--- src/design/mipsIsaPkg.sv ---
package mipsIsaPkg;

	// Machine word
	typedef logic [31:0] word_t;

	// Memory geometry, word addressed
	localparam int MemWords = 256;
	localparam int MemAddrBits = 8;

	// Return address register for jal
	localparam logic [4:0] RegLink = 5'd31;

	// Instruction field positions
	localparam int OpLsb = 26;
	localparam int RsLsb = 21;
	localparam int RtLsb = 16;
	localparam int RdLsb = 11;
	localparam int ShamtLsb = 6;
	localparam int FunctLsb = 0;
	localparam int CodeBits = 6;
	localparam int RegBits = 5;
	localparam int ImmBits = 16;
	localparam int IndexBits = 26;

	// Primary opcodes
	typedef enum logic [5:0] {
		RType = 6'h00,
		J     = 6'h02,
		Jal   = 6'h03,
		Beq   = 6'h04,
		Bne   = 6'h05,
		Addi  = 6'h08,
		Slti  = 6'h0a,
		Andi  = 6'h0c,
		Ori   = 6'h0d,
		Xori  = 6'h0e,
		Lui   = 6'h0f,
		Lw    = 6'h23,
		Sw    = 6'h2b
	} opcode_e;

	// Function codes of R-type instructions
	typedef enum logic [5:0] {
		Sll = 6'h00,
		Srl = 6'h02,
		Sra = 6'h03,
		Jr  = 6'h08,
		Add = 6'h20,
		Sub = 6'h22,
		And = 6'h24,
		Or  = 6'h25,
		Xor = 6'h26,
		Nor = 6'h27,
		Slt = 6'h2a
	} funct_e;

endpackage
--- src/design/mipsCtrlPkg.sv ---
package mipsCtrlPkg;

	// Multicycle FSM states
	typedef enum logic [4:0] {
		PreFetch, Fetch, Decode,
		MemAdr, MemRead, MemWriteback, MemWrite,
		Execute, AluWriteback, Branch,
		ItypeExecute, ItypeWriteback,
		Jump, JrState, JalState
	} ctrlState_e;

	// Operation class handed to the ALU decoder
	typedef enum logic [1:0] {AddOp, SubOp, FunctOp, ItypeOp} aluOp_e;

	typedef enum logic [3:0] {
		AluAdd, AluSub, AluAnd, AluOr, AluXor, AluNor,
		AluSlt, AluSll, AluSrl, AluSra, AluLui
	} aluCtrl_e;

	typedef enum logic [1:0] {SrcAPc, SrcARegA, SrcAShamt} srcA_e;
	typedef enum logic [1:0] {SrcBRegB, SrcBFour, SrcBImm, SrcBImmShift} srcB_e;
	typedef enum logic [1:0] {PcAluResult, PcAluOut, PcJump} pcSrc_e;
	typedef enum logic [1:0] {DstRt, DstRd, DstLink} regDst_e;

	typedef struct packed {
		logic     memToReg;
		logic     iOrD;
		regDst_e  regDst;
		pcSrc_e   pcSrc;
		srcA_e    aluSrcA;
		srcB_e    aluSrcB;
		// Bit 1 bne, bit 0 beq
		logic [1:0] branch;
		logic     irWrite;
		logic     memWrite;
		logic     pcWrite;
		logic     regWrite;
		logic     extSign;
		aluCtrl_e aluControl;
	} ctrlBundle_t;

	// Host side memory request
	typedef struct packed {
		logic                             valid;
		logic                             write;
		logic [mipsIsaPkg::MemAddrBits-1:0] addr;
		mipsIsaPkg::word_t                wdata;
	} hostReq_t;

	typedef struct packed {
		logic                             write;
		logic [mipsIsaPkg::MemAddrBits-1:0] addr;
		mipsIsaPkg::word_t                wdata;
	} memReq_t;

endpackage

--- src/design/datapath.sv ---
module datapath (
	input logic cclk,
	input logic rstb,
	input mipsCtrlPkg::ctrlBundle_t ctrl,
	input mipsIsaPkg::word_t rdata,
	output mipsCtrlPkg::memReq_t memReq,
	output mipsIsaPkg::word_t instr
);
	import mipsIsaPkg::*;
	import mipsCtrlPkg::*;

	word_t pc, ir, mdr, regA, regB, aluOut;
	word_t regFile [32];
	word_t srcA, srcB, aluResult, immExt, pcNext, wrData, memAdr;
	logic [RegBits-1:0] rs, rt, rd, shamt, wrAddr;
	logic zero, pcEn;

	assign instr = ir;
	assign rs = ir[RsLsb +: RegBits];
	assign rt = ir[RtLsb +: RegBits];
	assign rd = ir[RdLsb +: RegBits];
	assign shamt = ir[ShamtLsb +: RegBits];
	assign immExt = {{(32 - ImmBits){ctrl.extSign & ir[ImmBits-1]}}, ir[ImmBits-1:0]};

	always_comb begin
		case (ctrl.aluSrcA)
			SrcAPc: srcA = pc;
			SrcAShamt: srcA = word_t'(shamt);
			default: srcA = regA;
		endcase
		case (ctrl.aluSrcB)
			SrcBFour: srcB = 32'd4;
			SrcBImm: srcB = immExt;
			SrcBImmShift: srcB = immExt << 2;
			default: srcB = regB;
		endcase
	end

	// Shifts move operand B by the amount on A
	always_comb begin
		case (ctrl.aluControl)
			AluSub: aluResult = srcA - srcB;
			AluAnd: aluResult = srcA & srcB;
			AluOr: aluResult = srcA | srcB;
			AluXor: aluResult = srcA ^ srcB;
			AluNor: aluResult = ~(srcA | srcB);
			AluSlt: aluResult = {31'b0, $signed(srcA) < $signed(srcB)};
			AluSll: aluResult = srcB << srcA[4:0];
			AluSrl: aluResult = srcB >> srcA[4:0];
			AluSra: aluResult = word_t'($signed(srcB) >>> srcA[4:0]);
			AluLui: aluResult = srcB << 16;
			default: aluResult = srcA + srcB;
		endcase
	end

	assign zero = (aluResult == '0);
	assign pcEn = ctrl.pcWrite | (ctrl.branch[0] & zero) | (ctrl.branch[1] & ~zero);

	always_comb begin
		case (ctrl.pcSrc)
			PcAluOut: pcNext = aluOut;
			PcJump: pcNext = {pc[31:28], ir[IndexBits-1:0], 2'b00};
			default: pcNext = aluResult;
		endcase
		case (ctrl.regDst)
			DstRd: wrAddr = rd;
			DstLink: wrAddr = RegLink;
			default: wrAddr = rt;
		endcase
	end

	// jal links the already incremented PC
	assign wrData = (ctrl.regDst == DstLink) ? pc : (ctrl.memToReg ? mdr : aluOut);

	always_ff @(posedge cclk) begin
		if (!rstb) begin
			pc <= '0;
		end else if (pcEn) begin
			pc <= pcNext;
		end
	end

	always_ff @(posedge cclk) begin
		if (ctrl.irWrite) begin
			ir <= rdata;
		end
		// Only data accesses refresh the load register
		if (ctrl.iOrD) begin
			mdr <= rdata;
		end
		// Branch target stays put while it is the PC source
		if (ctrl.pcSrc != PcAluOut) begin
			aluOut <= aluResult;
		end
		regA <= (rs == '0) ? '0 : regFile[rs];
		regB <= (rt == '0) ? '0 : regFile[rt];
		if (ctrl.regWrite) begin
			regFile[wrAddr] <= wrData;
		end
	end

	assign memAdr = ctrl.iOrD ? aluOut : pc;
	assign memReq.write = ctrl.memWrite;
	assign memReq.addr = memAdr[MemAddrBits+1:2];
	assign memReq.wdata = regB;

endmodule

--- config.mk ---
export PLATFORM = sky130hd
export DESIGN_NAME = datapath
export DESIGN_NICKNAME = d
export VERILOG_FILES = /design/src/design/mipsIsaPkg.sv /design/src/design/mipsCtrlPkg.sv /design/src/design/datapath.sv
export SDC_FILE = /design/constraint.sdc
export NUM_CORES = 2
export LEC_CHECK = 0
export BUFFER_PORTS_ARGS = -buffer_cell sky130_fd_sc_hd__buf_2
export CORE_UTILIZATION = 40
export CTS_BUF_LIST = sky130_fd_sc_hd__clkbuf_4 sky130_fd_sc_hd__clkbuf_8
export CTS_CLUSTER_SIZE = 8
export DETAILED_ROUTE_END_ITERATION = 8
export PLACE_DENSITY_LB_ADDON = 0.1
export SLEW_MARGIN = 10
export SYNTH_ARGS = -nofsm -noshare
export SYNTH_HDL_FRONTEND = slang
export SYNTH_SLANG_ARGS = --single-unit
export TNS_END_PERCENT = 100
--- constraint.sdc ---
create_clock -name cclk -period 7.2 [get_ports cclk]
set_input_delay 0.36 -clock cclk [delete_from_list [all_inputs] [get_ports cclk]]
set_output_delay 0.36 -clock cclk [all_outputs]
set_load 0.03 [all_outputs]
# Word level (Yosys, flattened, before mapping)
# Memories as Yosys holds them, arrays and structs flattened. A register that Yosys moved wholly into a read port is not among the register bits.
# Index checks and enable logic that the tools add are counted.
[totals]
regBits = 128
ram_bits = 1024
inputBits = 55
out_inout_bits = 73
mem_count = 1
[mem_list]
columns = ["memory", "words", "word_bits", "rd", "rd_clocked_by_memory_dff", "wr", "line", "rtl"]
rows = [
  ["regFile", 32, 32, 2, 2, 1, "datapath.sv:13", "word_t regFile [32];"],
]
[classes]
add_sub_neg = 2
order_cmp = 1
eq_ne = 19
shifts = 3
mux = 10
n_bitwise = 11
reduce_logical = 5
[ops]
columns = ["op", "count"]
rows = [
  ["32-bit one-hot mux with 10 select lines", 1],
  ["32-bit one-hot mux with 2 select lines", 2],
  ["32-bit one-hot mux with 3 select lines", 1],
  ["32-bit two-way mux", 2],
  ["32-bit adder", 1],
  ["32-bit bitwise AND", 1],
  ["32-bit zero test", 1],
  ["32-bit less-than comparator", 1],
  ["32-bit inverter", 1],
  ["32-bit bitwise OR", 1],
  ["32-bit by 5-bit left shift with 32-bit output", 1],
  ["32-bit by 5-bit >> shifter with 32-bit output", 1],
  ["32-bit by 5-bit >>> shifter with 32-bit output", 1],
  ["32-bit subtractor", 1],
  ["32-bit XOR", 1],
  ["4-bit by 3-bit equality test with 1-bit output (second input constant)", 4],
  ["4-bit equality test (second input constant)", 3],
  ["2-bit equality test (second input constant)", 5],
  ["5-bit zero test", 2],
  ["10-bit two-way mux", 1],
  ["5-bit one-hot mux with 2 select lines", 1],
  ["4-bit by 2-bit equality test with 1-bit output (second input constant)", 2],
  ["2-bit by 1-bit equality test with 1-bit output (second input constant)", 3],
  ["4-bit by 1-bit equality test with 1-bit output (second input constant)", 1],
  ["7 further kinds", 12],
]

# Logic depth before layout (Yosys ltp)
[logic_depth]
depth_word = 10
mapped_depth = 25

# Least setup slack after synthesis
# OpenSTA, ideal clock, no wires.
[synth_timing]
kind = "register -> register"
start = "register ir[8] (netlist: instr[8])"
end = "register pc[12]"
setup_ns = 0.132
arrival_time_ns = 5.627
t_required_ns = 7.068
path_slack_ns = 1.440
stages_incl_launch_ff = 23
path_buffers = 5
period_less_slack_ns = 5.760
cell_sequence = "edfxtp_1 > mux2i_1 > o21a_1 > buf_4 > buf_1 > clkbuf_1 > buf_1 > ha_1 > a211oi_1 > o211ai_1 > a2111oi_1 > o211ai_1 > nand2_1 > o21ai_1 > o2bb2ai_1 > nor4_1 > or4bb_1 > nor4_2 > nand4_1 > o21a_2 > clkbuf_1 > o21ai_1 > a21oi_1"
[synth_between]
elab_chain_len = 8
word_cells_on_any_way = 20
cone_classes = "add/sub (2); order compare (1); shift (3); mux (4); bitwise (9); reduce/logical (1)"
[synth_rtl]
columns = ["element", "line", "rtl"]
rows = [
  ["from (decl)", "datapath.sv:12", "word_t pc, ir, mdr, regA, regB, aluOut;"],
  ["from (signal assigned)", "datapath.sv:85", "ir <= rdata;"],
  ["branches (longest 3 deep; another with 32-bit adder)", "-", ""],
  ["32-bit one-hot mux with 10 select lines *", "datapath.sv:41", "case (ctrl.aluControl)"],
  ["32-bit zero test", "datapath.sv:56", "assign zero = (aluResult == '0);"],
  ["1-bit bitwise AND or 1-bit inverter (tied branches)", "datapath.sv:57", "assign pcEn = ctrl.pcWrite | (ctrl.branch[0] & zero) | (ctrl.branch[1] & ~zero);"],
  ["1-bit bitwise OR or 1-bit bitwise AND (tied branches)", "datapath.sv:57", ""],
  ["1-bit bitwise OR", "datapath.sv:57", ""],
  ["to (signal assigned)", "datapath.sv:79", "pc <= pcNext;"],
  ["to (decl)", "datapath.sv:12", ""],
]
# Every way passes the cells marked *.
# A chain may end at the register's enable or synchronous reset.

# Worst setup path after layout
[layout_timing]
start = "register ir[15] (netlist: instr[15])"
end = "register pc[10]"
[layout_between]
elab_chain_len = 9
word_cells_on_any_way = 20
cone_classes = "add/sub (2); order compare (1); shift (3); mux (3); bitwise (10); reduce/logical (1)"
[layout_rtl]
columns = ["element", "line", "rtl"]
rows = [
  ["1-bit bitwise AND", "datapath.sv:23", "assign immExt = {{(32 - ImmBits){ctrl.extSign & ir[ImmBits-1]}}, ir[ImmBits-1:0]};"],
  ["32-bit one-hot mux with 3 select lines *", "datapath.sv:31", "case (ctrl.aluSrcB)"],
  ["branches (longest 2 deep; another with 32-bit adder)", "-", ""],
  ["32-bit one-hot mux with 10 select lines *", "datapath.sv:41", ""],
  ["32-bit zero test", "datapath.sv:56", ""],
  ["1-bit bitwise AND or 1-bit inverter (tied branches)", "datapath.sv:57", ""],
  ["1-bit bitwise OR or 1-bit bitwise AND (tied branches)", "datapath.sv:57", ""],
  ["1-bit bitwise OR", "datapath.sv:57", ""],
]
# Marks and branches as above.

==> reports/metrics.yaml <==
grt_pass1_vias: 43700
synth.top_cell.area_share_pct: 52.1
fin_area_um2: 73100
yosysTopAreaCell: "edfxtp_1"
synth_area_um2: 64500
clk_path_buf_depth: 3
layout.nets: 4611
syn-instance-count: 4221
n_fill_cell: 14300
drive_gt1_share_pct: 31.4
seqPwrFrac_pct: 43.4
leakagePower_nw: 24.5
synth_fp_nets: 4379
grtUsageTotal_pct: 31.1
reg2reg_from: "instr[15]"
drc: 0
yosys-top-cells-area: "edfxtp_1 (52%), mux4_2 (22%), mux2i_1 (3.0%)"
cts_tree: "built"
ys_top_cells_by_count: "edfxtp_1 (1,120), mux4_2 (644), nor2_1 (253)"
switchingPower_w: 0.00652
worst-path-max-fanout: 26
htreeDepth: 4
io_pins: 128
cpLargestDelayFamily: "compound AO/OA/AOI/OAI gates"
status: "finished, final reports clean"
worstPathArrival_ps: 7470
endpoint_kind: "flip-flop"
area_growth_pct: 13.4
ys_ff_latch: 1216
gr-total-overflow: 0
maxCapViolations: 0
gp_congestion: 0.998
hpwl_mm: 164
dieWidth_um: 404
intPower_w: 0.0133
finClkSkew_ps: 103
grt_max_degree: 103
placed_area_um2: 68500
yosys_warnings: 0
wire_per_inst_um: 37.3
via_count: 43800
min_from: "ctrl[8]"
row_count: 147
power_density_nw_per_um2: 271
antenna_found_initial: 13
numClockSinks: 1216
period_minus_slack_ps: 6690
ys_types: 105
core-area_um2: 160000
rr_worst_depth: 19
clk_pin_slew_ps: 70
seq_area_um2: 35600
setup_violations: 0
via_per_inst: 6.46
fmax_mhz: 149
drv_slew: 0
io_buffer_count: 125
setup_tns_ps: 0
swShare_pct: 32.9
critPathKind: "flip-flop to flip-flop"
start_util_pct: 40.2
hold_path.class: "input port to flip-flop"
multi_input_area_um2: 27700
cts-root-buf: "clkbuf_8"
slowest_stage: "a2111oi_0"
synth_edf_count: 1120
cp.required_ps: 7980
ant_nets: 0
avgSynthCellArea_um2: 15.3
dieHeight_um: 404
rsz0062_at_grt: "no"
drt-pass1-iter-count: 6
yosysMostFrequentCell: "edfxtp_1"
holdPathEnd: "instr[26]"
startpoint_type: "flip-flop"
finalCritPeriodShare_pct: 92.9
cts_buffers: 205
worstSkewPairLatency_ps: 990
dieArea_um2: 163000
r2r-end: "pc[10]"
drt_iter0_drc: 5338
p_clk_share_pct: 31.9
cp_cell_sequence: "and3_1 > a21oi_1 > buf_4 > inv_1 > ha_1 > a22oi_1 > o211ai_1 > a21o_1 > a2111oi_0 > and2b_1 > o221ai_1 > nand4_1 > o31ai_1 > and4b_1 > nand4_1 > o21a_2 > buf_4 > o21ai_0 > a21oi_1"
crit_buf_inv: 3
post-cts-setup-buffer-count: 0
yosysSeqAreaShare_pct: 55.1
ys_async_sr_fraction_pct: 0
worst_slew_margin_rel_pct: 14.1
irDropWorstVdd_v: 0.000212
combinationalPowerShare_pct: 24.7
r2r_slack_ps: 510
max_stage_delay_ps: 1020
tightest_slew_ps: 1290
grt_pass1_wl_mm: 352
synthFlopType: "edfxtp_1"
hold_depth: 2
hold_ws_ps: 93.1
drt-total-wl_mm: 254
final_hold_viol_count: 0
==> worst max path at each step <==
stage / from / end / slack [ps] / cells past startpoint
floorplan: instr[8] / pc[12] / 1440 / 22
global placement: ctrl[12] / pc[6] / 360 / 20
detailed placement: ctrl[12] / pc[1] / 270 / 20
CTS: instr[15] / pc[28] / 680 / 18
global route: instr[15] / pc[10] / 270 / 19
finish: instr[15] / pc[10] / 510 / 19
==> repair_timing <==
item	CTS	global route
hold endpoints to repair	94	0
setup endpoints to repair	0	0
hold buffers	34	0
resized for setup	0	0
==> layer usage <==
metal | GRT usage [%] | routed length, um
met4 | 12.2 | 10700
met2 | 49.3 | 120000
met1 | 43.1 | 105000
met3 | 4.56 | 18200
met5 | 0 | 0
==> flip-flops by register name, indices dropped and copies added (netlist names) <==
| signal | cells |
|---|---|
| aluOut | 32 |
| instr | 32 |
| mdr | 32 |
| pc | 32 |
| regA | 32 |
| regB | 32 |
| regFile | 1024 |
==> kinds of logic (layout without fill, tap and decap cells) <==
group	after synthesis	after routing	synth area share [%]
other	0	4	0
adder cells (fa/ha/maj)	103	103	2.02
flip-flops	1216	1216	55.1
XOR/XNOR	26	26	0.382
buffers and inverters	448	852	2.78
AND/OR/NAND/NOR	749	749	5.36
multiplexers	859	859	25.9
AO/OA/AOI/OAI	820	820	8.43
==> stage by stage <==
stage / util (%) / total power, W / cells / setup slack, ps
6_report: 45.6 / 0.0198 / 6789 / 510
5_1_grt: 45.6 / 0.0205 / 6787 / 271
4_1_cts: 45.6 / 0.0199 / 6785 / 684
3_5_place_dp: 42.7 / 0.0135 / 6372 / 272
3_3_place_gp: 42.7 / 0.0136 / 6372 / 364
2_1_floorplan: - / 0.0115 / 4221 / 1440
==> cell usage in the layout (no fill, tap or decap), drive strengths merged, types with 14 or more instances in the layout <==
cell and count:
o211ai 48, nand3 71, and3 14, mux2i 197, ha 101, o21ai 217
a21o 28, clkbuf 305, inv 120, edfxtp 1120, nand2 230, o21a 16
nor3 32, nor2 254, dlygate4sd3 34, mux2 18, dfxtp 96, xnor2 21
a211oi 40, nand2b 35, clkinv 61, a31oi 19, buf 326, or2 15
a221oi 41, o22ai 40, a21oi 175, a22oi 45, nand4 23, mux4 644
==> final cells by class <==
cell class                 count  share of cell area, %
timing repair buffer         360                   3.56
tap                         2160                   3.70
sequential                  1216                   48.6
clock buffer                 305                   5.00
inverter                     113                  0.587
multi-input combinational   2557                   37.8
antenna                        4                 0.0137
clock inverter                74                  0.705
==> power groups by stage <==
stage               Sequential, W  Combinational, W  Clock, W
floorplan                 0.00870           0.00283         0
global placement          0.00875           0.00482         0
detailed placement        0.00875           0.00477         0
CTS                       0.00861           0.00480   0.00645
global route              0.00862           0.00513   0.00671
finish                    0.00861           0.00490   0.00632
(Power assumes the default switching activity.)
