==> src/design/mipsIsaPkg.sv <==
package mipsIsaPkg;

	// Machine word
	typedef logic [31:0] word_t;

	// Memory geometry, word addressed
	localparam int MemWords = 256;
	localparam int MemAddrBits = 8;

	// Return address register for jal
	localparam logic [4:0] RegLink = 5'd31;

	// Instruction field positions
	localparam int OpLsb = 26;
	localparam int RsLsb = 21;
	localparam int RtLsb = 16;
	localparam int RdLsb = 11;
	localparam int ShamtLsb = 6;
	localparam int FunctLsb = 0;
	localparam int CodeBits = 6;
	localparam int RegBits = 5;
	localparam int ImmBits = 16;
	localparam int IndexBits = 26;

	// Primary opcodes
	typedef enum logic [5:0] {
		RType = 6'h00,
		J     = 6'h02,
		Jal   = 6'h03,
		Beq   = 6'h04,
		Bne   = 6'h05,
		Addi  = 6'h08,
		Slti  = 6'h0a,
		Andi  = 6'h0c,
		Ori   = 6'h0d,
		Xori  = 6'h0e,
		Lui   = 6'h0f,
		Lw    = 6'h23,
		Sw    = 6'h2b
	} opcode_e;

	// Function codes of R-type instructions
	typedef enum logic [5:0] {
		Sll = 6'h00,
		Srl = 6'h02,
		Sra = 6'h03,
		Jr  = 6'h08,
		Add = 6'h20,
		Sub = 6'h22,
		And = 6'h24,
		Or  = 6'h25,
		Xor = 6'h26,
		Nor = 6'h27,
		Slt = 6'h2a
	} funct_e;

endpackage
==> src/design/mipsCtrlPkg.sv <==
package mipsCtrlPkg;

	// Multicycle FSM states
	typedef enum logic [4:0] {
		PreFetch, Fetch, Decode,
		MemAdr, MemRead, MemWriteback, MemWrite,
		Execute, AluWriteback, Branch,
		ItypeExecute, ItypeWriteback,
		Jump, JrState, JalState
	} ctrlState_e;

	// Operation class handed to the ALU decoder
	typedef enum logic [1:0] {AddOp, SubOp, FunctOp, ItypeOp} aluOp_e;

	typedef enum logic [3:0] {
		AluAdd, AluSub, AluAnd, AluOr, AluXor, AluNor,
		AluSlt, AluSll, AluSrl, AluSra, AluLui
	} aluCtrl_e;

	typedef enum logic [1:0] {SrcAPc, SrcARegA, SrcAShamt} srcA_e;
	typedef enum logic [1:0] {SrcBRegB, SrcBFour, SrcBImm, SrcBImmShift} srcB_e;
	typedef enum logic [1:0] {PcAluResult, PcAluOut, PcJump} pcSrc_e;
	typedef enum logic [1:0] {DstRt, DstRd, DstLink} regDst_e;

	typedef struct packed {
		logic     memToReg;
		logic     iOrD;
		regDst_e  regDst;
		pcSrc_e   pcSrc;
		srcA_e    aluSrcA;
		srcB_e    aluSrcB;
		// Bit 1 bne, bit 0 beq
		logic [1:0] branch;
		logic     irWrite;
		logic     memWrite;
		logic     pcWrite;
		logic     regWrite;
		logic     extSign;
		aluCtrl_e aluControl;
	} ctrlBundle_t;

	// Host side memory request
	typedef struct packed {
		logic                             valid;
		logic                             write;
		logic [mipsIsaPkg::MemAddrBits-1:0] addr;
		mipsIsaPkg::word_t                wdata;
	} hostReq_t;

	typedef struct packed {
		logic                             write;
		logic [mipsIsaPkg::MemAddrBits-1:0] addr;
		mipsIsaPkg::word_t                wdata;
	} memReq_t;

endpackage

==> src/design/memArbiter.sv <==
module memArbiter (
	input mipsCtrlPkg::hostReq_t host,
	input mipsCtrlPkg::memReq_t cpuReq,
	input logic cpuMemWrite,
	output mipsCtrlPkg::memReq_t memReq,
	output logic cpuStall
);

	// Host has fixed priority and stalls the core
	assign cpuStall = host.valid;

	always_comb begin
		if (host.valid) begin
			memReq.write = host.write;
			memReq.addr = host.addr;
			memReq.wdata = host.wdata;
		end else begin
			memReq.addr = cpuReq.addr;
			memReq.wdata = cpuReq.wdata;
			// Core store needs the FSM write enable as well
			memReq.write = cpuReq.write & cpuMemWrite;
		end
	end

endmodule

==> config.mk <==
export PLATFORM = sky130hd
export DESIGN_NAME = memArbiter
export DESIGN_NICKNAME = d
export VERILOG_FILES = /design/src/design/mipsIsaPkg.sv /design/src/design/mipsCtrlPkg.sv /design/src/design/memArbiter.sv
export SDC_FILE = /design/constraint.sdc
export NUM_CORES = 1
export LEC_CHECK = 0
export ABC_CLOCK_PERIOD_IN_PS = 1100
export BUFFER_PORTS_ARGS = -buffer_cell sky130_fd_sc_hd__buf_2
export CORE_UTILIZATION = 30
export DETAILED_ROUTE_END_ITERATION = 12
export GPL_ROUTABILITY_DRIVEN = 0
export MAX_ROUTING_LAYER = met4
export PLACE_DENSITY = 0.9
export SLEW_MARGIN = 5
export SYNTH_ARGS = -nofsm -noshare
export SYNTH_HDL_FRONTEND = slang
export SYNTH_SLANG_ARGS = --single-unit
==> constraint.sdc <==
create_clock -name vclk -period 1.1
set_clock_uncertainty 0.1 [all_clocks]
set_input_delay 0.055 -clock vclk [all_inputs]
set_output_delay 0.055 -clock vclk [all_outputs]
set_load 0.03 [all_outputs]
== After elaboration in Yosys (flattened, before gate mapping) ==
Cells that the tools add are included.

* Add/sub/neg operators: 0
* $mul: 0
* $lt $le $gt $ge: 0
* Equality and inequality tests: 0
* Shifts and indexed selects: 0
* Div/mod/pow operators: 0
* Mux-type cells: 1
* Bitwise operators: 1
* Reductions and logical operators: 0

{| class="wikitable"
|+ Operator list
! kind !! count
|-
| 41-bit 2-to-1 mux || 1
|-
| 1-bit AND || 1
|}

* RAM bits: 0
* Bits in latches: 0
* Memories kept: 0
* Output and inout bits: 42
* Flip-flop bits (word level): 0
* Memory bits (read-only): 0

== Longest topological paths before layout ==
Gate-level depths: netlist of the first run.

* Depth after elaboration: 2
* Mapped depth: 4
* Depth with buffers taken out: 2

== Worst setup path before layout of the first run ==
No wires, ideal clock.

* Path type: input to output
* Start: input host[41] (netlist bit)
* End: output memReq[40] (netlist bit)
* Data arrival time: 1.026 ns
* Cell stages on the path: 3
* Path slack: -0.081 ns
* Required time: 0.945 ns
* Buffers on the path: 2
* Cell sequence: buf_6 -> buf_12 -> o21ai_0

{| class="wikitable"
|+ RTL lines
! what !! RTL line !! RTL
|-
| start: declaration || memArbiter.sv:2 || <nowiki>input mipsCtrlPkg::hostReq_t host,</nowiki>
|-
| end: declaration || memArbiter.sv:5 || <nowiki>output mipsCtrlPkg::memReq_t memReq,</nowiki>
|}

==> metrics.log, run 1 <==
[metrics] maximum clock frequency: 956 MHz
[metrics] cell leakage power: 0.866 nW
[metrics] Remaining Overflow, GRT: 0
[metrics] Seq pwr share: 0%
[metrics] Post-Syn Area: 704 µm²
[metrics] layout cell share with drive strength beyond 1: 98.3%
[metrics] count of distinct cell types in the synthesized netlist: 7
[metrics] multi-input combinational cell area: 606 µm²
[metrics] worst supply voltage drop on vdd: 0.326 mV
[metrics] overall die area: 2550 µm²
[metrics] floorplan row count: 17
[metrics] number of design rule violations left after detail routing: 0
[metrics] commonest cells after routing, fill and taps aside: sky130_fd_sc_hd__buf_2 (125), sky130_fd_sc_hd__mux2_4 (38)
[metrics] count of sequential standard cells: 0
[metrics] Total GRT Usage: 15.3%
[metrics] Total Neg Setup Slack: 0 ns
[metrics] post-layout minimum cycle time: 1.05 ns
[metrics] diode insertion count for antenna repair: 0
[metrics] number of vias after detailed routing: 880
[metrics] maximum number of pins on one net before global-route repair: 23
[metrics] cell count after synthesis: 49
[metrics] Routed Antenna Nets: 0
[metrics] Data arrival, critical path: 0.89 ns
[metrics] Port Buf Inserts: 126
[metrics] number of top-level pins: 126
[metrics] Post-Place Cell Area: 1310 µm²
[metrics] cell family contributing the most delay on the critical path: buffers and inverters
[metrics] longest individual stage delay on the worst path: 0.30 ns
[metrics] combinational fraction of design power: 100.0%
[metrics] worst max-slew margin expressed relative to the limit: 89.2%
[metrics] number of clock-tree buffers in the layout: 0
[metrics] number of setup buffers added after CTS: 0
[metrics] Synth Net Count: 133
[metrics] area added between synthesis and finish: 93.6%
[metrics] run status: finished, final reports clean
[metrics] via count of the first global-routing pass: 789
[metrics] most common cell after layout, fill and taps aside: sky130_fd_sc_hd__buf_2
[metrics] height of the chip: 50.5 µm
[metrics] Net Sw Frac: 51.2%
[metrics] wire length per cell after detailed routing: 11.6 µm
[metrics] endpoint class of the critical path: primary output
[metrics] unrepaired setup endpoints after global routing: no
[metrics] number of antenna violations at the first check in global routing: 0
[metrics] transition time at the pin with the least slew margin: 0.163 ns
[metrics] number of buffers and inverters on the critical path: 3
[metrics] sequential cell area in the final layout: 0 µm²
[metrics] Crit Path Category: input port to primary output
[metrics] First DRT Iteration DRCs: 2
[metrics] Critical Path Slowest Stage Cell: sky130_fd_sc_hd__mux2_4
[metrics] count of yosys warnings during synthesis: 0
[metrics] DRT Pass-1 Iters: 2
[metrics] areal power density over the cells: 575 nW/µm²
[metrics] Final setup violation count: 0
[metrics] area of the placeable core: 2210 µm²
[metrics] syn avg cell area: 14.4 µm²
[metrics] Worst Hold Path EP: memReq[40]
[metrics] layout net count: 259
[metrics] Filler Cell Count: 210
[metrics] kind of path behind the tightest hold check: input port to primary output
[metrics] CP max FO: 11
[metrics] final design instance area without fill: 1360 µm²
[metrics] power dissipated by switching net loads: 0.000402 W
[metrics] clock network fraction of total power: 0%
[metrics] critical path startpoint category: input port
[metrics] Final Hold Violating Endpoints: 0
[metrics] required time worst endpoint: 0.94 ns
[metrics] cell depth of the worst min-delay path: 4
[metrics] initial core utilization: 31.8%
[metrics] fraction of the cycle the final worst path needs: 95.1%
[metrics] Die Span X: 50.5 µm
[metrics] Final HPWL DP: 2010 µm
[metrics] Max-cap violations: 0
[metrics] Slew Viols, Final: 0
[metrics] post-cts hold buffer count: 0
[metrics] ordered list of cells on the worst path: buf_4 > clkbuf_16 > mux2_4 > buf_2
[metrics] wire length of the first global-routing pass: 3090 µm
[metrics] worst min-delay path startpoint: cpuMemWrite
[metrics] Via density: 4.38
[metrics] portion of the post-synthesis area used by sequential elements: 0%
[metrics] worst hold slack across all endpoints: 0.362 ns
[metrics] Detailed Route WL: 2330 µm
[metrics] cell internal power dissipation: 0.000383 W
how the worst max path moves through the flow:
stage / startpoint / endpoint / slack (ns) / cells after the start
5_1_grt: host[41] / memReq[21] / 0.02 / 4
6_report: host[41] / memReq[21] / 0.05 / 4
2_1_floorplan: host[41] / memReq[40] / 0.15 / 3
3_5_place_dp: host[41] / memReq[23] / 0.01 / 4
3_3_place_gp: host[41] / memReq[4] / 0.03 / 4
4_1_cts: host[41] / memReq[23] / 0.01 / 4
cell type report:
class,instances,area share [%]
multi-input cells,43,44.4
well taps,28,2.57
repair buffers,130,53.0
cell usage after synthesis:
cell                      count  area (µm²)
sky130_fd_sc_hd__buf_12       4        80.1
sky130_fd_sc_hd__nand2_1      2        7.51
sky130_fd_sc_hd__o21ai_0      1        5.00
sky130_fd_sc_hd__buf_4        1        7.51
sky130_fd_sc_hd__mux2_2       2        22.5
sky130_fd_sc_hd__mux2_4      38         571
sky130_fd_sc_hd__buf_6        1        11.3
through the flow:
stage	utilization, %	instances	worst slack, ns	total power, W
2_1_floorplan	-	49	0.152	0.000532
3_3_place_gp	59.3	199	0.0301	0.000751
3_5_place_dp	59.3	199	0.0134	0.000767
4_1_cts	59.3	199	0.0116	0.000769
5_1_grt	61.7	201	0.0209	0.000822
6_report	61.7	201	0.0539	0.000785
cells by family (layout without fill, tap and decap cells):
family | after synthesis | after routing | share of synthesized area [%]
muxes | 40 | 40 | 84.2
buffers and inverters | 6 | 130 | 14.0
AOI/OAI and AO/OA | 1 | 1 | 0.710
and+or+nand+nor | 2 | 2 | 1.07
metal layers:
layer	track usage, %	vias to the layer above	part of all wire (%)
met1	14.5	400	35
met3	1.52	0	9.5
met5	-	-	0
met2	33.8	49	56
li1	-	431	-
met4	0	0	0
power by group through the flow:
stage	combinational, W	clock [W]	sequential, W
after floorplan	0.000532	0	0
after global placement	0.000751	0	0
after detailed placement	0.000767	0	0
after CTS	0.000769	0	0
after global routing	0.000822	0	0
final	0.000785	0	0
repair_timing:
| action | in CTS | in global routing |
|---|---|---|
| gates resized for setup | 0 | 2 |
| setup endpoints to repair | 0 | 21 |
| endpoints found under the hold margin | 0 | 0 |
No activity file was read; power rests on OpenSTA's default activity.
==> run 2, diff against run 1 <==
--- a/config.mk
+++ b/config.mk
@@ -5,13 +5,14 @@
 export SDC_FILE = /design/constraint.sdc
 export NUM_CORES = 1
 export LEC_CHECK = 0
+export ABC_AREA = 1
 export ABC_CLOCK_PERIOD_IN_PS = 1100
 export BUFFER_PORTS_ARGS = -buffer_cell sky130_fd_sc_hd__buf_2
-export CORE_UTILIZATION = 30
+export CORE_UTILIZATION = 27
 export DETAILED_ROUTE_END_ITERATION = 12
 export GPL_ROUTABILITY_DRIVEN = 0
 export MAX_ROUTING_LAYER = met4
-export PLACE_DENSITY = 0.9
+export PLACE_DENSITY = 0.89
 export SLEW_MARGIN = 5
 export SYNTH_ARGS = -nofsm -noshare
 export SYNTH_HDL_FRONTEND = slang
==> metrics.log, run 2 <==
[metrics] Post-Syn Area: 601 µm²
[metrics] worst supply voltage drop on vdd: 0.389 mV
[metrics] critical path startpoint category: input port
[metrics] number of design rule violations left after detail routing: 0
[metrics] DRT Pass-1 Iters: 6
[metrics] cell leakage power: 0.889 nW
[metrics] CP max FO: 20
[metrics] Synth Net Count: 218
[metrics] required time worst endpoint: 0.94 ns
[metrics] First DRT Iteration DRCs: 12
[metrics] count of sequential standard cells: 0
[metrics] floorplan row count: 16
[metrics] Seq pwr share: 0%
[metrics] worst min-delay path startpoint: cpuReq[33]
[metrics] combinational fraction of design power: 100.0%
[metrics] Via density: 4.17
[metrics] syn avg cell area: 4.48 µm²
[metrics] commonest cells after routing, fill and taps aside: sky130_fd_sc_hd__buf_2 (126), sky130_fd_sc_hd__nand2_1 (112), sky130_fd_sc_hd__nand2_2 (10)
[metrics] Total GRT Usage: 20.9%
[metrics] portion of the post-synthesis area used by sequential elements: 0%
[metrics] fraction of post-synthesis cell area in the top cell type by area: 70.0%
[metrics] number of top-level pins: 126
[metrics] Place WS: 0.106 ns
[metrics] Max-cap violations: 0
[metrics] Total Neg Setup Slack: 0 ns
[metrics] Remaining Overflow, GRT: 0
[metrics] most common cell after layout, fill and taps aside: sky130_fd_sc_hd__buf_2
[metrics] area added between synthesis and finish: 97.5%
[metrics] wire length per cell after detailed routing: 8.61 µm
[metrics] number of vias after detailed routing: 1168
[metrics] Worst Hold Path EP: memReq[33]
[metrics] Slew Viols, Final: 0
[metrics] count of distinct cell types in the synthesized netlist: 7
[metrics] run status: finished, final reports clean
[metrics] fraction of the cycle the final worst path needs: 89.4%
[metrics] count of yosys warnings during synthesis: 0
[metrics] via count of the first global-routing pass: 1057
[metrics] worst setup path start: host[41]
[metrics] count leader, synth: sky130_fd_sc_hd__nand2_1
[metrics] diode insertion count for antenna repair: 0
[metrics] power dissipated by switching net loads: 0.000435 W
[metrics] layout net count: 339
[metrics] height of the chip: 49.2 µm
[metrics] number of antenna violations at the first check in global routing: 0
[metrics] maximum number of pins on one net before global-route repair: 42
[metrics] worst hold slack across all endpoints: 0.348 ns
[metrics] final design instance area without fill: 1190 µm²
[metrics] worst max-slew margin expressed relative to the limit: 84.9%
[metrics] endpoint class of the critical path: primary output
[metrics] Routed Antenna Nets: 0
[metrics] initial core utilization: 29.7%
[metrics] sequential cell area in the final layout: 0 µm²
[metrics] most numerous cell types in the synthesized netlist: sky130_fd_sc_hd__nand2_1 (112), sky130_fd_sc_hd__nand2_2 (10), sky130_fd_sc_hd__buf_6 (5)
[metrics] Final HPWL DP: 1970 µm
[metrics] clock network fraction of total power: 0%
[metrics] cell internal power dissipation: 0.000247 W
[metrics] kind of path behind the tightest hold check: input port to primary output
[metrics] Data arrival, critical path: 0.83 ns
[metrics] Post-Place Cell Area: 1190 µm²
[metrics] number of clock-tree buffers in the layout: 0
[metrics] overall die area: 2420 µm²
[metrics] Crit Path Category: input port to primary output
[metrics] Detailed Route WL: 2410 µm
[metrics] number of setup buffers added after CTS: 0
[metrics] areal power density over the cells: 575 nW/µm²
[metrics] Port Buf Inserts: 126
[metrics] transition time at the pin with the least slew margin: 0.227 ns
[metrics] unrepaired setup endpoints after global routing: no
[metrics] cell count after synthesis: 134
[metrics] post-cts resize count: 0
[metrics] Net Sw Frac: 63.8%
[metrics] final critical-path setup slack: 0.117 ns
[metrics] maximum clock frequency: 1020 MHz
[metrics] Die Span X: 49.2 µm
[metrics] layout cell share with drive strength beyond 1: 55.3%
[metrics] cell depth of the worst min-delay path: 4
[metrics] wire length of the first global-routing pass: 4150 µm
[metrics] post-cts hold buffer count: 0
[metrics] post-layout minimum cycle time: 0.983 ns
[metrics] leading post-synthesis cells by cell area: sky130_fd_sc_hd__nand2_1 (70%), sky130_fd_sc_hd__nand2_2 (10%), sky130_fd_sc_hd__buf_6 (9.4%)
[metrics] cell type contributing the most total cell area after synthesis: sky130_fd_sc_hd__nand2_1
[metrics] power consumption: 0.000683 W
[metrics] Final setup violation count: 0
[metrics] Final Hold Violating Endpoints: 0
[metrics] area of the placeable core: 2020 µm²
## run 2: cell count changes in the layout (fill, tap and decap cells not counted)
cell and delta:
sky130_fd_sc_hd__buf_12 -2, sky130_fd_sc_hd__buf_2 +1, sky130_fd_sc_hd__buf_4 +2, sky130_fd_sc_hd__clkbuf_16 -2, sky130_fd_sc_hd__inv_8 +1, sky130_fd_sc_hd__mux2_2 -2
sky130_fd_sc_hd__mux2_4 -38, sky130_fd_sc_hd__nand2_1 +110, sky130_fd_sc_hd__nand2_2 +10, sky130_fd_sc_hd__nand3_1 +1, sky130_fd_sc_hd__o21ai_1 -1
## run 2: per-layer routing
metal	GRT usage, %	wire [µm]
met5	-	0
met4	0	0
met3	4.05	279
met2	43.2	1290
met1	20.7	841
## run 2: cell families after synthesis
group / Yosys count / synth area share (%)
buffers and inverters: 11 / 18.7
and+or+nand+nor: 123 / 81.2
## run 2: how the worst max path moves through the flow
stage / end / slack, ns / depth (start not counted)
after detailed placement: memReq[21] / 0.11 / 5
after floorplan: memReq[0] / 0.33 / 5
after CTS: memReq[21] / 0.10 / 5
after global placement: memReq[40] / 0.14 / 5
after global routing: memReq[21] / 0.04 / 5
final: memReq[21] / 0.12 / 5
## run 2: power groups by stage
stage               sequential, W  clock (W)  combinational (W)
finish                          0          0           0.000683
global route                    0          0           0.000745
CTS                             0          0           0.000687
detailed placement              0          0           0.000685
global placement                0          0           0.000680
floorplan                       0          0           0.000437
## run 2: worst max-delay path: stages
cell and delay [ns]:
sky130_fd_sc_hd__buf_2 0.16, sky130_fd_sc_hd__buf_4 0.25, sky130_fd_sc_hd__nand2_1 0.09, sky130_fd_sc_hd__nand2_1 0.08, sky130_fd_sc_hd__buf_2 0.19
## run 2: layout make-up
| cell class | count | area [µm²] |
|---|---|---|
| fillers | 214 | 836 |
| repair buffers | 129 | 653 |
| multi-input cells | 123 | 488 |
| well taps | 27 | 33.8 |
| inverters | 1 | 11.3 |
## run 2: stage by stage
step                utilization [%]  cells
finish                         58.7    280
global route                   58.7    280
CTS                            58.7    280
detailed placement             58.7    280
global placement               58.7    280
floorplan                         -    134
==> run 3, diff against run 2 <==
--- a/config.mk
+++ b/config.mk
@@ -8,6 +8,7 @@
 export ABC_AREA = 1
 export ABC_CLOCK_PERIOD_IN_PS = 1100
 export BUFFER_PORTS_ARGS = -buffer_cell sky130_fd_sc_hd__buf_2
+export CORE_MARGIN = 4
 export CORE_UTILIZATION = 27
 export DETAILED_ROUTE_END_ITERATION = 12
 export GPL_ROUTABILITY_DRIVEN = 0
==> metrics.log, run 3 (same netlist as run 2, synthesis figures left out) <==
[metrics] maximum number of pins on one net before global-route repair: 42
[metrics] Final setup violation count: 0
[metrics] Final Hold Violating Endpoints: 0
[metrics] Detailed Route WL: 2700 µm
[metrics] clock network fraction of total power: 0%
[metrics] power dissipated by switching net loads: 0.000435 W
[metrics] Total Neg Setup Slack: 0 ns
[metrics] Die Span X: 55.2 µm
[metrics] initial core utilization: 29.4%
[metrics] area of the placeable core: 2040 µm²
[metrics] cell internal power dissipation: 0.000250 W
[metrics] top routing layer used: met3
[metrics] Remaining Overflow, GRT: 0
[metrics] area added between synthesis and finish: 98.3%
[metrics] Total GRT Usage: 15.3%
[metrics] number of antenna violations at the first check in global routing: 0
[metrics] post-cts resize count: 0
[metrics] Filler Cell Count: 229
[metrics] number of setup buffers added after CTS: 0
[metrics] diode insertion count for antenna repair: 0
[metrics] wire length the detailed router placed on met1: 986 µm
[metrics] sequential cell area in the final layout: 0 µm²
[metrics] post-cts hold buffer count: 0
[metrics] cell leakage power: 0.889 nW
[metrics] Routed Antenna Nets: 0
[metrics] unrepaired setup endpoints after global routing: no
[metrics] number of top-level pins: 126
[metrics] wire length per cell after detailed routing: 9.67 µm
[metrics] overall die area: 3040 µm²
[metrics] areal power density over the cells: 575 nW/µm²
[metrics] worst max-slew margin expressed relative to the limit: 84.9%
[metrics] via count of the first global-routing pass: 952
[metrics] number of design rule violations left after detail routing: 0
[metrics] First DRT Iteration DRCs: 6
[metrics] CP max FO: 15
[metrics] Crit Path Category: input port to primary output
[metrics] run status: finished, final reports clean
[metrics] Slew Viols, Final: 0
[metrics] number of clock-tree buffers in the layout: 0
[metrics] layout cell share with drive strength beyond 1: 55.2%
[metrics] worst supply voltage drop on vdd: 0.411 mV
[metrics] wire length of the first global-routing pass: 3550 µm
[metrics] layout net count: 338
[metrics] fraction of the cycle the final worst path needs: 85.0%
[metrics] critical path startpoint category: input port
[metrics] most common cell after layout, fill and taps aside: sky130_fd_sc_hd__buf_2
[metrics] Via density: 4.21
[metrics] combinational fraction of design power: 100.0%
[metrics] routed length on met2: 1280 µm
[metrics] kind of path behind the tightest hold check: input port to primary output
[metrics] number of vias after detailed routing: 1174
[metrics] endpoint class of the critical path: primary output
[metrics] transition time at the pin with the least slew margin: 0.227 ns
[metrics] post-layout minimum cycle time: 0.935 ns
[metrics] Data arrival, critical path: 0.78 ns
[metrics] Max-cap violations: 0
[metrics] floorplan row count: 16
[metrics] required time worst endpoint: 0.94 ns
[metrics] maximum clock frequency: 1070 MHz
[metrics] Net Sw Frac: 63.5%
[metrics] commonest cells after routing, fill and taps aside: sky130_fd_sc_hd__buf_2 (126), sky130_fd_sc_hd__nand2_1 (112), sky130_fd_sc_hd__nand2_2 (10)
[metrics] detailed-routed wire length on met3: 428 µm
[metrics] DRT Pass-1 Iters: 3
[metrics] Seq pwr share: 0%
[metrics] count of sequential standard cells: 0
[metrics] Port Buf Inserts: 126
[metrics] power consumption: 0.000684 W
[metrics] height of the chip: 55.2 µm
[run 3: worst paths after layout]
path                   start         end  slack [ns]  cells after the start
setup / recovery    host[41]  memReq[22]        0.17                      5
hold / removal    cpuReq[36]  memReq[36]        0.35                      4
[run 3: through the flow]
stage	instances	cell area [µm²]	util, %	hold WS (ns)	worst slack (ns)
6_report	279	1190	58.3	0.350	0.165
5_1_grt	279	1190	58.3	0.367	0.0868
4_1_cts	279	1190	58.3	0.353	0.163
3_5_place_dp	279	1190	58.3	0.351	0.166
3_3_place_gp	279	1190	58.3	0.346	0.179
2_1_floorplan	134	601	-	0.142	0.326
[run 3: area by class of cell]
class	count	area (µm²)	share of cell area, %
repair buffers	128	658	55.3
multi-input cells	123	488	41.0
well taps	27	33.8	2.84
inverters	1	11.3	0.945
[run 3: power by group through the flow]
stage,Clock [W],Combinational [W],Sequential (W)
2_1_floorplan,0,0.000437,0
3_3_place_gp,0,0.000685,0
3_5_place_dp,0,0.000691,0
4_1_cts,0,0.000693,0
5_1_grt,0,0.000747,0
6_report,0,0.000684,0
[run 3: layer usage]
layer	vias to the layer above	global-route usage, %
met3	0	2.41
met4	0	0
met1	466	17.0
met2	78	30.1
met5	-	-
li1	630	-
[run 3: worst max-delay path: stages]
cell	delay, ns
sky130_fd_sc_hd__buf_2	0.18
sky130_fd_sc_hd__buf_4	0.22
sky130_fd_sc_hd__nand2_1	0.06
sky130_fd_sc_hd__nand2_1	0.07
sky130_fd_sc_hd__buf_2	0.19
